File: src/logic/strm_settings.svh
`ifndef STRM_SETTINGS_SVH
`define STRM_SETTINGS_SVH

// ----------------------------------------------------------------------
// bus widths
// ----------------------------------------------------------------------
`define STRM_DATA_W       128  // one completion beat
`define STRM_ADDR_W       32   // host byte address
`define STRM_LEN_W        32   // transfer length in bytes
`define STRM_TAG_W        8    // request tag

// ----------------------------------------------------------------------
// chunking of a transfer into host read requests
// ----------------------------------------------------------------------
`define STRM_BEAT_BYTES   16   // bytes carried by one beat
`define STRM_CHUNK_BYTES  256  // largest single read request
`define STRM_CHUNK_BEATS  16   // beats per chunk, also the depth of each buffer

// two tags give two requests in flight at the host
`define STRM_TAG_A        1
`define STRM_TAG_B        2

`endif

File: src/logic/strm_pkg.sv
`default_nettype none

`include "strm_settings.svh"

package strm_pkg;

  // ----------------------------------------------------------------------
  // payload and request fields
  // ----------------------------------------------------------------------
  typedef logic [`STRM_DATA_W-1:0] data_t;
  typedef logic [`STRM_ADDR_W-1:0] addr_t;
  typedef logic [`STRM_LEN_W-1:0]  len_t;
  typedef logic [`STRM_TAG_W-1:0]  tag_t;

  typedef logic [$clog2(`STRM_CHUNK_BYTES):0]                  req_len_t;  // holds a full chunk
  typedef logic [`STRM_LEN_W-$clog2(`STRM_BEAT_BYTES)-1:0]     beat_cnt_t; // beats per transfer
  typedef logic [$clog2(`STRM_CHUNK_BEATS)-1:0]                chunk_cnt_t; // beat within a chunk

  // read request sequencer
  typedef enum logic [2:0] {
    IDLE,
    REQ_A,
    WAIT_A_ACK,
    REQ_B,
    WAIT_B_ACK,
    WAIT_DONE,
    DRAIN
  } seq_state_t;

endpackage

`default_nettype wire

File: src/logic/rd_req_sequencer.sv
`timescale 1ns/100ps
`default_nettype none

`include "strm_settings.svh"

module rd_req_sequencer
  import strm_pkg::*;
(
  input  logic     clk_i,
  input  logic     rst_n,
  input  logic     strm_en_i,
  input  addr_t    dma_src_addr_i,
  input  len_t     dma_len_i,
  output logic     dma_done_o,
  input  logic     dma_done_ack_i,
  output logic     dma_rd_req_o,
  output addr_t    dma_rd_req_addr_o,
  output req_len_t dma_rd_req_len_o,
  output tag_t     dma_tag_o,
  input  logic     dma_req_ack_i,
  input  logic     a_stored_i,
  input  logic     b_stored_i,
  input  logic     a_empty_i,
  input  logic     b_empty_i,
  output logic     restart_o
);

  localparam int   BEAT_SHIFT = $clog2(`STRM_BEAT_BYTES);
  localparam len_t CHUNK_LEN  = len_t'(`STRM_CHUNK_BYTES);

  seq_state_t state;
  len_t       rem_len;      // bytes not yet requested
  logic       last_req;     // request in flight is the final one
  beat_cnt_t  total_beats;
  beat_cnt_t  rcvd_beats;
  beat_cnt_t  a_exp;
  beat_cnt_t  a_rcv;
  beat_cnt_t  b_exp;
  beat_cnt_t  b_rcv;
  req_len_t   next_len;
  logic       next_last;
  logic       issue_a;
  logic       issue_b;

  assign next_last = (rem_len <= CHUNK_LEN);
  assign next_len  = next_last ? req_len_t'(rem_len) : req_len_t'(`STRM_CHUNK_BYTES);

  // a buffer takes a new chunk only once the old one is complete and drained
  assign issue_a = (state == REQ_A) && (a_rcv >= a_exp) && a_empty_i;
  assign issue_b = (state == REQ_B) && (b_rcv >= b_exp) && b_empty_i;

  // ----------------------------------------------------------------------
  // request and done FSM
  // ----------------------------------------------------------------------
  always_ff @(posedge clk_i)
  begin
    if (!rst_n)
    begin
      state        <= IDLE;
      dma_rd_req_o <= 1'b0;
      dma_done_o   <= 1'b0;
      restart_o    <= 1'b0;
      last_req     <= 1'b0;
    end
    else
    begin
      restart_o <= 1'b0;
      case (state)
        IDLE:
        begin
          last_req          <= 1'b0;
          rem_len           <= dma_len_i;          // latch transfer until enabled
          dma_rd_req_addr_o <= dma_src_addr_i;
          total_beats       <= beat_cnt_t'(dma_len_i >> BEAT_SHIFT);
          if (strm_en_i)
          begin
            restart_o <= 1'b1;
            state     <= (dma_len_i == '0) ? WAIT_DONE : REQ_A;  // empty transfer ends at once
          end
        end
        REQ_A, REQ_B:
        begin
          if (issue_a || issue_b)
          begin
            dma_rd_req_o     <= 1'b1;
            dma_rd_req_len_o <= next_len;
            last_req         <= next_last;
            dma_tag_o        <= issue_a ? tag_t'(`STRM_TAG_A) : tag_t'(`STRM_TAG_B);
            state            <= issue_a ? WAIT_A_ACK : WAIT_B_ACK;
          end
        end
        WAIT_A_ACK, WAIT_B_ACK:
        begin
          if (dma_req_ack_i)
          begin
            dma_rd_req_o <= 1'b0;
            if (last_req)
              state <= WAIT_DONE;
            else
            begin
              rem_len           <= rem_len - CHUNK_LEN;
              dma_rd_req_addr_o <= dma_rd_req_addr_o + addr_t'(`STRM_CHUNK_BYTES);
              state             <= (state == WAIT_A_ACK) ? REQ_B : REQ_A;  // alternate tags
            end
          end
        end
        WAIT_DONE:
        begin
          if (rcvd_beats >= total_beats)
            dma_done_o <= 1'b1;
          if (dma_done_o && !strm_en_i && dma_done_ack_i)
          begin
            dma_done_o <= 1'b0;
            state      <= DRAIN;
          end
        end
        DRAIN:
        begin
          if (a_empty_i && b_empty_i)  // user side has taken every beat
            state <= IDLE;
        end
        default: state <= IDLE;
      endcase
    end
  end

  // ----------------------------------------------------------------------
  // beat accounting per buffer and per transfer
  // ----------------------------------------------------------------------
  always_ff @(posedge clk_i)
  begin
    if (!rst_n || (state == IDLE))
    begin
      rcvd_beats <= '0;
      a_exp      <= '0;
      a_rcv      <= '0;
      b_exp      <= '0;
      b_rcv      <= '0;
    end
    else
    begin
      rcvd_beats <= rcvd_beats + beat_cnt_t'(a_stored_i) + beat_cnt_t'(b_stored_i);
      if (issue_a)
      begin
        a_exp <= beat_cnt_t'(next_len >> BEAT_SHIFT);
        a_rcv <= '0;
      end
      else if (a_stored_i)
        a_rcv <= a_rcv + 1'b1;
      if (issue_b)
      begin
        b_exp <= beat_cnt_t'(next_len >> BEAT_SHIFT);
        b_rcv <= '0;
      end
      else if (b_stored_i)
        b_rcv <= b_rcv + 1'b1;
    end
  end

  // no new host request once the transfer has been reported done
  a_no_req_after_done: assert property (@(posedge clk_i) disable iff (!rst_n)
    $rose(dma_rd_req_o) |-> !$past(dma_done_o));

endmodule

`default_nettype wire

File: src/logic/tag_fifo.sv
`timescale 1ns/100ps
`default_nettype none

`include "strm_settings.svh"

module tag_fifo
  import strm_pkg::*;
#(
  parameter tag_t TAG = tag_t'(`STRM_TAG_A)
)
(
  input  logic  clk_i,
  input  logic  rst_n,
  input  logic  dma_data_valid_i,
  input  tag_t  dma_tag_i,
  input  data_t dma_data_i,
  output logic  beat_stored_o,
  output logic  empty_o,
  output logic  out_valid_o,
  input  logic  out_ready_i,
  output data_t out_data_o
);

  localparam int FILL_W = $clog2(`STRM_CHUNK_BEATS) + 1;

  logic              hit_q;     // registered beat carries our tag
  data_t             data_q;
  data_t             mem [`STRM_CHUNK_BEATS];
  chunk_cnt_t        wr_ptr;
  chunk_cnt_t        rd_ptr;
  logic [FILL_W-1:0] fill;
  logic              rd_en;
  logic              full;

  always_ff @(posedge clk_i)
  begin
    if (!rst_n)
      hit_q <= 1'b0;
    else
      hit_q <= dma_data_valid_i && (dma_tag_i == TAG);
    data_q <= dma_data_i;
  end

  always_ff @(posedge clk_i)
  begin
    if (hit_q)
      mem[wr_ptr] <= data_q;
  end

  // pointers wrap at the chunk depth
  always_ff @(posedge clk_i)
  begin
    if (!rst_n)
    begin
      wr_ptr <= '0;
      rd_ptr <= '0;
      fill   <= '0;
    end
    else
    begin
      if (hit_q)
        wr_ptr <= wr_ptr + 1'b1;
      if (rd_en)
        rd_ptr <= rd_ptr + 1'b1;
      fill <= fill + FILL_W'(hit_q) - FILL_W'(rd_en);
    end
  end

  assign rd_en         = out_valid_o && out_ready_i;
  assign full          = (fill == FILL_W'(`STRM_CHUNK_BEATS));
  assign empty_o       = (fill == '0);
  assign out_valid_o   = !empty_o;
  assign out_data_o    = mem[rd_ptr];   // head of the buffer
  assign beat_stored_o = hit_q;

  // the sequencer never requests more than the buffer can hold
  a_no_overflow: assert property (@(posedge clk_i) disable iff (!rst_n)
    hit_q |-> !full);

endmodule

`default_nettype wire

File: src/logic/stream_reorder.sv
`timescale 1ns/100ps
`default_nettype none

`include "strm_settings.svh"

module stream_reorder
  import strm_pkg::*;
(
  input  logic  clk_i,
  input  logic  rst_n,
  input  logic  restart_i,
  input  logic  a_valid_i,
  input  logic  b_valid_i,
  input  data_t a_data_i,
  input  data_t b_data_i,
  output logic  a_ready_o,
  output logic  b_ready_o,
  output logic  stream_valid_o,
  input  logic  stream_ready_i,
  output data_t stream_data_o
);

  localparam chunk_cnt_t LAST_BEAT = chunk_cnt_t'(`STRM_CHUNK_BEATS - 1);

  logic       sel_b;      // 0 while draining buffer A
  chunk_cnt_t beat_cnt;
  logic       xfer;

  assign xfer = stream_valid_o && stream_ready_i;

  // one full chunk from each buffer in turn keeps address order
  always_ff @(posedge clk_i)
  begin
    if (!rst_n || restart_i)
    begin
      sel_b    <= 1'b0;
      beat_cnt <= '0;
    end
    else if (xfer)
    begin
      beat_cnt <= beat_cnt + 1'b1;
      if (beat_cnt == LAST_BEAT)
        sel_b <= !sel_b;
    end
  end

  assign stream_valid_o = sel_b ? b_valid_i : a_valid_i;
  assign stream_data_o  = sel_b ? b_data_i : a_data_i;
  assign a_ready_o      = !sel_b && stream_ready_i;
  assign b_ready_o      = sel_b && stream_ready_i;

  // a stalled beat must not change underneath the user
  a_stall_stable: assert property (@(posedge clk_i) disable iff (!rst_n)
    stream_valid_o && !stream_ready_i |=> stream_valid_o && $stable(stream_data_o));

endmodule

`default_nettype wire

File: src/logic/sys_user_stream_top.sv
`timescale 1ns/100ps
`default_nettype none

`include "strm_settings.svh"

module sys_user_stream_top
  import strm_pkg::*;
(
  input  logic     clk_i,
  input  logic     rst_n,
  // register block
  input  logic     strm_en_i,
  input  addr_t    dma_src_addr_i,
  input  len_t     dma_len_i,
  output logic     dma_done_o,
  input  logic     dma_done_ack_i,
  // host read requests
  output logic     dma_rd_req_o,
  output addr_t    dma_rd_req_addr_o,
  output req_len_t dma_rd_req_len_o,
  output tag_t     dma_tag_o,
  input  logic     dma_req_ack_i,
  // completions from the receive engine
  input  logic     dma_data_valid_i,
  input  tag_t     dma_tag_i,
  input  data_t    dma_data_i,
  // user stream
  output logic     stream_valid_o,
  input  logic     stream_ready_i,
  output data_t    stream_data_o
);

  logic  a_stored;
  logic  b_stored;
  logic  a_empty;
  logic  b_empty;
  logic  restart;
  logic  a_valid;
  logic  b_valid;
  logic  a_ready;
  logic  b_ready;
  data_t a_data;
  data_t b_data;

  // ----------------------------------------------------------------------
  // request side
  // ----------------------------------------------------------------------
  rd_req_sequencer u_seq (
    .clk_i             (clk_i),
    .rst_n             (rst_n),
    .strm_en_i         (strm_en_i),
    .dma_src_addr_i    (dma_src_addr_i),
    .dma_len_i         (dma_len_i),
    .dma_done_o        (dma_done_o),
    .dma_done_ack_i    (dma_done_ack_i),
    .dma_rd_req_o      (dma_rd_req_o),
    .dma_rd_req_addr_o (dma_rd_req_addr_o),
    .dma_rd_req_len_o  (dma_rd_req_len_o),
    .dma_tag_o         (dma_tag_o),
    .dma_req_ack_i     (dma_req_ack_i),
    .a_stored_i        (a_stored),
    .b_stored_i        (b_stored),
    .a_empty_i         (a_empty),
    .b_empty_i         (b_empty),
    .restart_o         (restart)
  );

  // ----------------------------------------------------------------------
  // one buffer per tag, both see every completion
  // ----------------------------------------------------------------------
  tag_fifo #(.TAG(tag_t'(`STRM_TAG_A))) u_buf_a (
    .clk_i            (clk_i),
    .rst_n            (rst_n),
    .dma_data_valid_i (dma_data_valid_i),
    .dma_tag_i        (dma_tag_i),
    .dma_data_i       (dma_data_i),
    .beat_stored_o    (a_stored),
    .empty_o          (a_empty),
    .out_valid_o      (a_valid),
    .out_ready_i      (a_ready),
    .out_data_o       (a_data)
  );

  tag_fifo #(.TAG(tag_t'(`STRM_TAG_B))) u_buf_b (
    .clk_i            (clk_i),
    .rst_n            (rst_n),
    .dma_data_valid_i (dma_data_valid_i),
    .dma_tag_i        (dma_tag_i),
    .dma_data_i       (dma_data_i),
    .beat_stored_o    (b_stored),
    .empty_o          (b_empty),
    .out_valid_o      (b_valid),
    .out_ready_i      (b_ready),
    .out_data_o       (b_data)
  );

  stream_reorder u_reorder (
    .clk_i          (clk_i),
    .rst_n          (rst_n),
    .restart_i      (restart),
    .a_valid_i      (a_valid),
    .b_valid_i      (b_valid),
    .a_data_i       (a_data),
    .b_data_i       (b_data),
    .a_ready_o      (a_ready),
    .b_ready_o      (b_ready),
    .stream_valid_o (stream_valid_o),
    .stream_ready_i (stream_ready_i),
    .stream_data_o  (stream_data_o)
  );

endmodule

`default_nettype wire

File: config.mk
export PLATFORM = sky130hd
export DESIGN_NAME = sys_user_stream_top
export DESIGN_NICKNAME = d
export VERILOG_FILES = /design/src/logic/strm_pkg.sv /design/src/logic/rd_req_sequencer.sv /design/src/logic/tag_fifo.sv /design/src/logic/stream_reorder.sv /design/src/logic/sys_user_stream_top.sv
export VERILOG_INCLUDE_DIRS = /design/src /design/src/logic
export SDC_FILE = /design/constraint.sdc
export NUM_CORES = 2
export LEC_CHECK = 0
export ABC_CLOCK_PERIOD_IN_PS = 7650
export BUFFER_PORTS_ARGS = -buffer_cell sky130_fd_sc_hd__clkbuf_2
export CORE_UTILIZATION = 50
export CTS_CLUSTER_DIAMETER = 60
export DETAILED_ROUTE_END_ITERATION = 10
export PLACE_DENSITY = 0.73
export SETUP_SLACK_MARGIN = 0.02
export SYNTH_ARGS = -nofsm -noshare
export SYNTH_HDL_FRONTEND = slang
export SYNTH_SLANG_ARGS = --single-unit
File: constraint.sdc
create_clock -name clk_i -period 7.65 [get_ports clk_i]
set_clock_uncertainty 0.2 [all_clocks]
set_input_delay 0.3825 -clock clk_i [delete_from_list [all_inputs] [get_ports clk_i]]
set_output_delay 0.3825 -clock clk_i [all_outputs]
set_load 0.01 [all_outputs]
[After elaboration in Yosys (flattened, before gate mapping)]
Memories as Yosys holds them, arrays and structs flattened. A register that Yosys moved wholly into a read port is not among the register bits.
Index checks and enable logic that the tools add are counted.
Cells by class
  add/subtract/negate cells: 15
  multiplexer cells: 36
  reductions and logical operators: 42
  equality and inequality tests: 15
  $lt $le $gt $ge: 4
Operator list (count)
  $mux 128: 1
  $mux 32: 4
  $pmux 32 s2: 2
  $add 28x1->28: 2
  $add 28x1->28 const B: 2
  $ge 28x5->1: 2
  $add 32x9->32 const B: 1
  $le 32x9->1 const B: 1
  $logic_not 32->1: 1
  $sub 32x9->32 const B: 1
  $ge 28x28->1: 1
  $mux 3: 8
  $add 4x1->4 const B: 5
  $mux 4: 4
  $pmux 3 s5: 1
  $logic_and 1x1->1: 14
  $mux 1: 11
  $add 5x1->5: 2
  $logic_not 5->1: 2
  $sub 5x1->5: 2
  $eq 3x3->1 const B: 3
  $mux 9: 1
  $eq 8x1->1 const B: 1
  $eq 8x2->1 const B: 1
  16 further kinds: 39
Word-level totals
  output and inout port bits: 180
  logic and storage cells: 141
  input port bits: 207
  register bits: 371
  bits in writable memories: 4096
  memories kept: 2
Memory list
  u_buf_a.mem: depth 16, bits a word 128, read ports 1, clocked after memory_dff 1, wr ports 1, line tag_fifo.sv:28  | data_t mem [`STRM_CHUNK_BEATS];
  u_buf_b.mem: depth 16, bits a word 128, read ports 1, clocked after memory_dff 1, wr ports 1, line tag_fifo.sv:28

[Depth between registers and ports, before layout]
  depth after elaboration: 6
  gate-level depth with buffers: 15
  depth with buffers taken out: 14

[By module]
Synthesis repeated with hierarchy kept, for this count alone.
Second synthesis, totals
  cell total of the unflattened synthesis: 7829
  area, all modules: 173436.3 µm²
Modules (own cells, without submodules)
  tag_fifo (u_buf_b): instances 1, cells an instance 3311, seq. area each 64421.8 µm², area each 80744.9 µm²
  tag_fifo (u_buf_a): instances 1, cells an instance 3296, seq. area each 64421.8 µm², area each 80692.4 µm²
  rd_req_sequencer: instances 1, cells an instance 1049, seq. area each 5114.9 µm², area each 10233.6 µm²
  stream_reorder: instances 1, cells an instance 173, seq. area each 100.1 µm², area each 1765.4 µm²

[Least setup slack after synthesis]
OpenSTA, ideal clock, no wires.
  path type: register to register
  from: register u_seq.state[2]
  to: register u_seq.dma_rd_req_addr_o[10] (enable)
  cell stages (with the launch flop): 4
  required time: 6.937 ns
  data arrival time: 4.108 ns
  setup slack: 2.829 ns
  setup time: 0.513 ns
  clock period less this slack: 4.821 ns
  path buffers: 1
  cells stage by stage: dfxtp_1 -> clkbuf_1 -> maj3_1 -> nor3_1
Between the ends
  longest elaborated chain between the ends: 4
  elaborated cells on any way between the ends: 8
  those cells by class: 4 x eq/ne; 4 x reduce/logical
Ends and longest elaborated chain
  start: declaration: line rd_req_sequencer.sv:31  | seq_state_t state;
  start signal: assignment: line rd_req_sequencer.sv:78  | state <= (dma_len_i == '0) ? WAIT_DONE : REQ_A;
  start signal: assignment: line rd_req_sequencer.sv:89  | state <= issue_a ? WAIT_A_ACK : WAIT_B_ACK;
  start signal: assignment: line rd_req_sequencer.sv:103  | state <= (state == WAIT_A_ACK) ? REQ_B : REQ_A;
  $eq 3x3->1 / $eq 3x2->1 (equally long branches): line rd_req_sequencer.sv:68  | case (state)
  $reduce_or 2->1: line rd_req_sequencer.sv:68
  $ne 2x2->1 (no source line) / $reduce_bool 2->1 (equally long branches)
  $reduce_and 4->1 (no source line) (*)
  end signal: assignment: line rd_req_sequencer.sv:73  | dma_rd_req_addr_o <= dma_src_addr_i;
  end signal: assignment: line rd_req_sequencer.sv:102  | dma_rd_req_addr_o <= dma_rd_req_addr_o + addr_t'(`STRM_CHUNK_BYTES);
  end: declaration: line rd_req_sequencer.sv:17  | output addr_t dma_rd_req_addr_o,
Every way passes the cells marked *; elsewhere a longest branch is shown, timed or not.
A chain may end at the register's enable or synchronous reset.

==> metrics <==
register area share after synthesis about 78%; clock slew at reported path FFs about 0.060 ns; Via-to-Cell Ratio 6.20; top cell type by total area after synthesis edfxtp_1; period utilisation layout 65.5%; Layout Nets 8,445; gp weighted congestion approximately 0.79; vias in the first global route 81.8k; H-Tree Depth 5; largest net degree at the start of global routing 150; overall fraction of global-route tracks in use a little under a quarter; Slew HR ~16%; CP top delay family multiplexers; CTS root buf clkbuf_16; Hold/Removal Path Class input pin to register; status finished, final reports clean; Tmin final ~5 ns; Clk Latency, worst-skew pair ~0.97 ns; crit-path max cell delay ~0.81 ns; Async SR Flop Fraction 0%; die width about 580 um; total CTS buffers approximately 430; Bufs and invs on worst path 3; YS warnings 0; top_reg_cell synth edfxtp_1; post-synthesis cell area 169,000 um^2; dpl ws between 3 and 4 ns; Fin. Hold Viols 0; Synth top area share approximately three quarters; post-layout util between 50% and 60%; first-pass GRT wire length just under 600,000 um; post-CTS setup buffers 0; Min Hold Slack approximately 0.066 ns; gr ovfl total 0; CTS tree done; worst-path cell chain buf_12 -> buf_4 -> mux4_2 -> mux4_2 -> mux2_2 -> clkbuf_2; RSZ-0062 raised after global routing no; Setup crit start kind register; Routed WL per cell around 31 um; dpl hpwl between 150,000 and 200,000 um; post-layout power roughly 54 mW; CTS Sinks roughly 4.5k; DP Area roughly 180,000 um^2; Placed Cells about 12k; top cells by area, synth edfxtp_1 74%, mux4_2 17%, dfxtp_1 3.2%, mux2_2 0.85%, ha_1 0.49%; CP max stage cell dfxtp_4; Vias ~81k; CP endpoint kind primary output; critical path arrival 4.43 ns; die area approximately 340,000 um^2; CORE AREA around 340,000 um^2; CTS max path bufs 4; Worst Path Required between 7 and 8 ns; initial core utilization approximately half; I/O pin count between 300 and 400; synthesized instance count ~7.2k; Peak Freq ~200 MHz; Max Cap Viol 0; final worst setup slack 2.64 ns; drt drc 0; Max Slew Vio Count 0; Power Density 280 nW/um^2; antenna-violating nets left 0; drt pass-1 iters 5; number of synthesized flops with an enable pin between 4k and 5k; I/O Buffers 380; Fin Setup TNS 0 ns; non-filler cells, final 13.1k; Peak VDD IR 0.000261 V; Seq cells post-synth 4,469; fraction of layout cells with a size suffix above 1 30.3%; cell area after layout 195,000 um^2; Yosys cell types 60; Leak around 60 nW; critical setup path kind register to primary output; Mapped Avg Cell Area approximately 24 um^2; Die Ht between 500 and 600 um; Slew @ Worst Pin 1.26 ns; CP max FO 59; CP most frequent cell mux4_2; Synth-to-Final Area Change 15.0%; wirelength, routed slightly above 400,000 um; initial antenna violation count 35; row cnt ~210; final setup vio count 0; 1st-iter DRT viols around 11k; r2r setup slk 3.62 ns
[power breakdown]
part           switching (mW)  total, mW  internal [mW]
clock                    9.08       21.1           12.1
sequential              0.574       27.6           27.1
combinational            2.83       5.70           2.88
total                    12.5       54.5           42.0
[sequential cells by signal, summed over array words and instances (netlist names), 5 cells and up, named ones only]
signal and flops:
u_seq.rcvd_beats 28, u_seq.rem_len 32, u_seq.b_rcv 28, u_seq.dma_rd_req_len_o 9, u_seq.b_exp 5, u_seq.a_rcv 28, u_buf_a.fill 5, u_buf_a.mem 2048
u_seq.dma_rd_req_addr_o 32, u_buf_b.data_q 128, u_buf_b.mem 2048, u_seq.a_exp 5, u_buf_b.fill 5, u_seq.total_beats 28
[worst register-to-register path: cells and delay by family (launching register included)]
family | cells | cell delay [ns]
buf+inv | 2 | 0.96
simple gates | 2 | 1.59
flops | 1 | 0.83
[synth_stat cells, types with 62 or more instances]
cell      count
buf_2        87
ha_1         67
mux2_2      128
nand2_1     111
dfxtp_1     270
and2_1       62
xor2_1       83
mux4_2     1280
o21ai_0      67
clkbuf_1    178
edfxtp_1   4199
nor2_1      158
inv_1        76
[cells by family after synthesis]
group,Yosys count,share of synthesized area (%)
flip-flops,4469,77.6
multiplexers,1425,18.0
AND/OR/NAND/NOR,553,1.65
buffers and inverters,419,1.09
XOR/XNOR,133,0.688
AO/OA/AOI/OAI,126,0.423
adder cells (fa/ha/maj),71,0.536
other,1,0.00221
[layer usage]
metal,vias to the layer above,global-route usage (%),part of all wire [%]
li1,32500,-,-
met1,43300,33.5,39
met2,4708,38.7,49
met3,644,4.05,9.6
met4,10,6.95,2.7
met5,-,0,0.014
[final timing paths]
path	start	cells past startpoint	end
worst max-delay path	register	6	stream_data_o[120]
worst min-delay path	dma_len_i[11]	2	u_seq.total_beats[7]
worst max register to register	u_buf_a.beat_stored_o	4	u_buf_a.mem[3][27]
worst min register to register	u_seq.b_exp[4]	2	u_seq.b_exp[4]
[cells in the final DEF, fill, tap and decap left out, types with 39 or more instances in the layout]
| cell | instances |
|---|---|
| edfxtp_1 | 4199 |
| mux4_2 | 1280 |
| clkbuf_16 | 442 |
| dlygate4sd3_1 | 380 |
| clkbuf_2 | 380 |
| dfxtp_1 | 261 |
| nor2_1 | 158 |
| mux2_2 | 128 |
| nand2_1 | 111 |
| clkbuf_1 | 108 |
| xor2_1 | 83 |
| inv_1 | 76 |
| buf_4 | 76 |
| clkinv_2 | 71 |
| clkinv_1 | 71 |
| o21ai_0 | 67 |
| ha_1 | 67 |
| xnor2_1 | 50 |
| nand3_1 | 44 |
| nand4_1 | 41 |
| buf_12 | 39 |
[area by class of cell]
cell class	count	area, um^2
Antenna cell	19	47.5
Clock buffer	583	11900
Clock inverter	225	2180
Fill cell	23300	142000
Inverter	76	285
Multi-Input combinational cell	2314	36100
Sequential cell	4469	132000
Tap cell	4515	5650
Timing Repair Buffer	875	7060
[what timing repair did]
item	4_1_cts	5_1_grt
hold buffers	380	0
gates resized for setup	0	0
hold endpoints to repair	330	0
(Power assumes the default switching activity.)
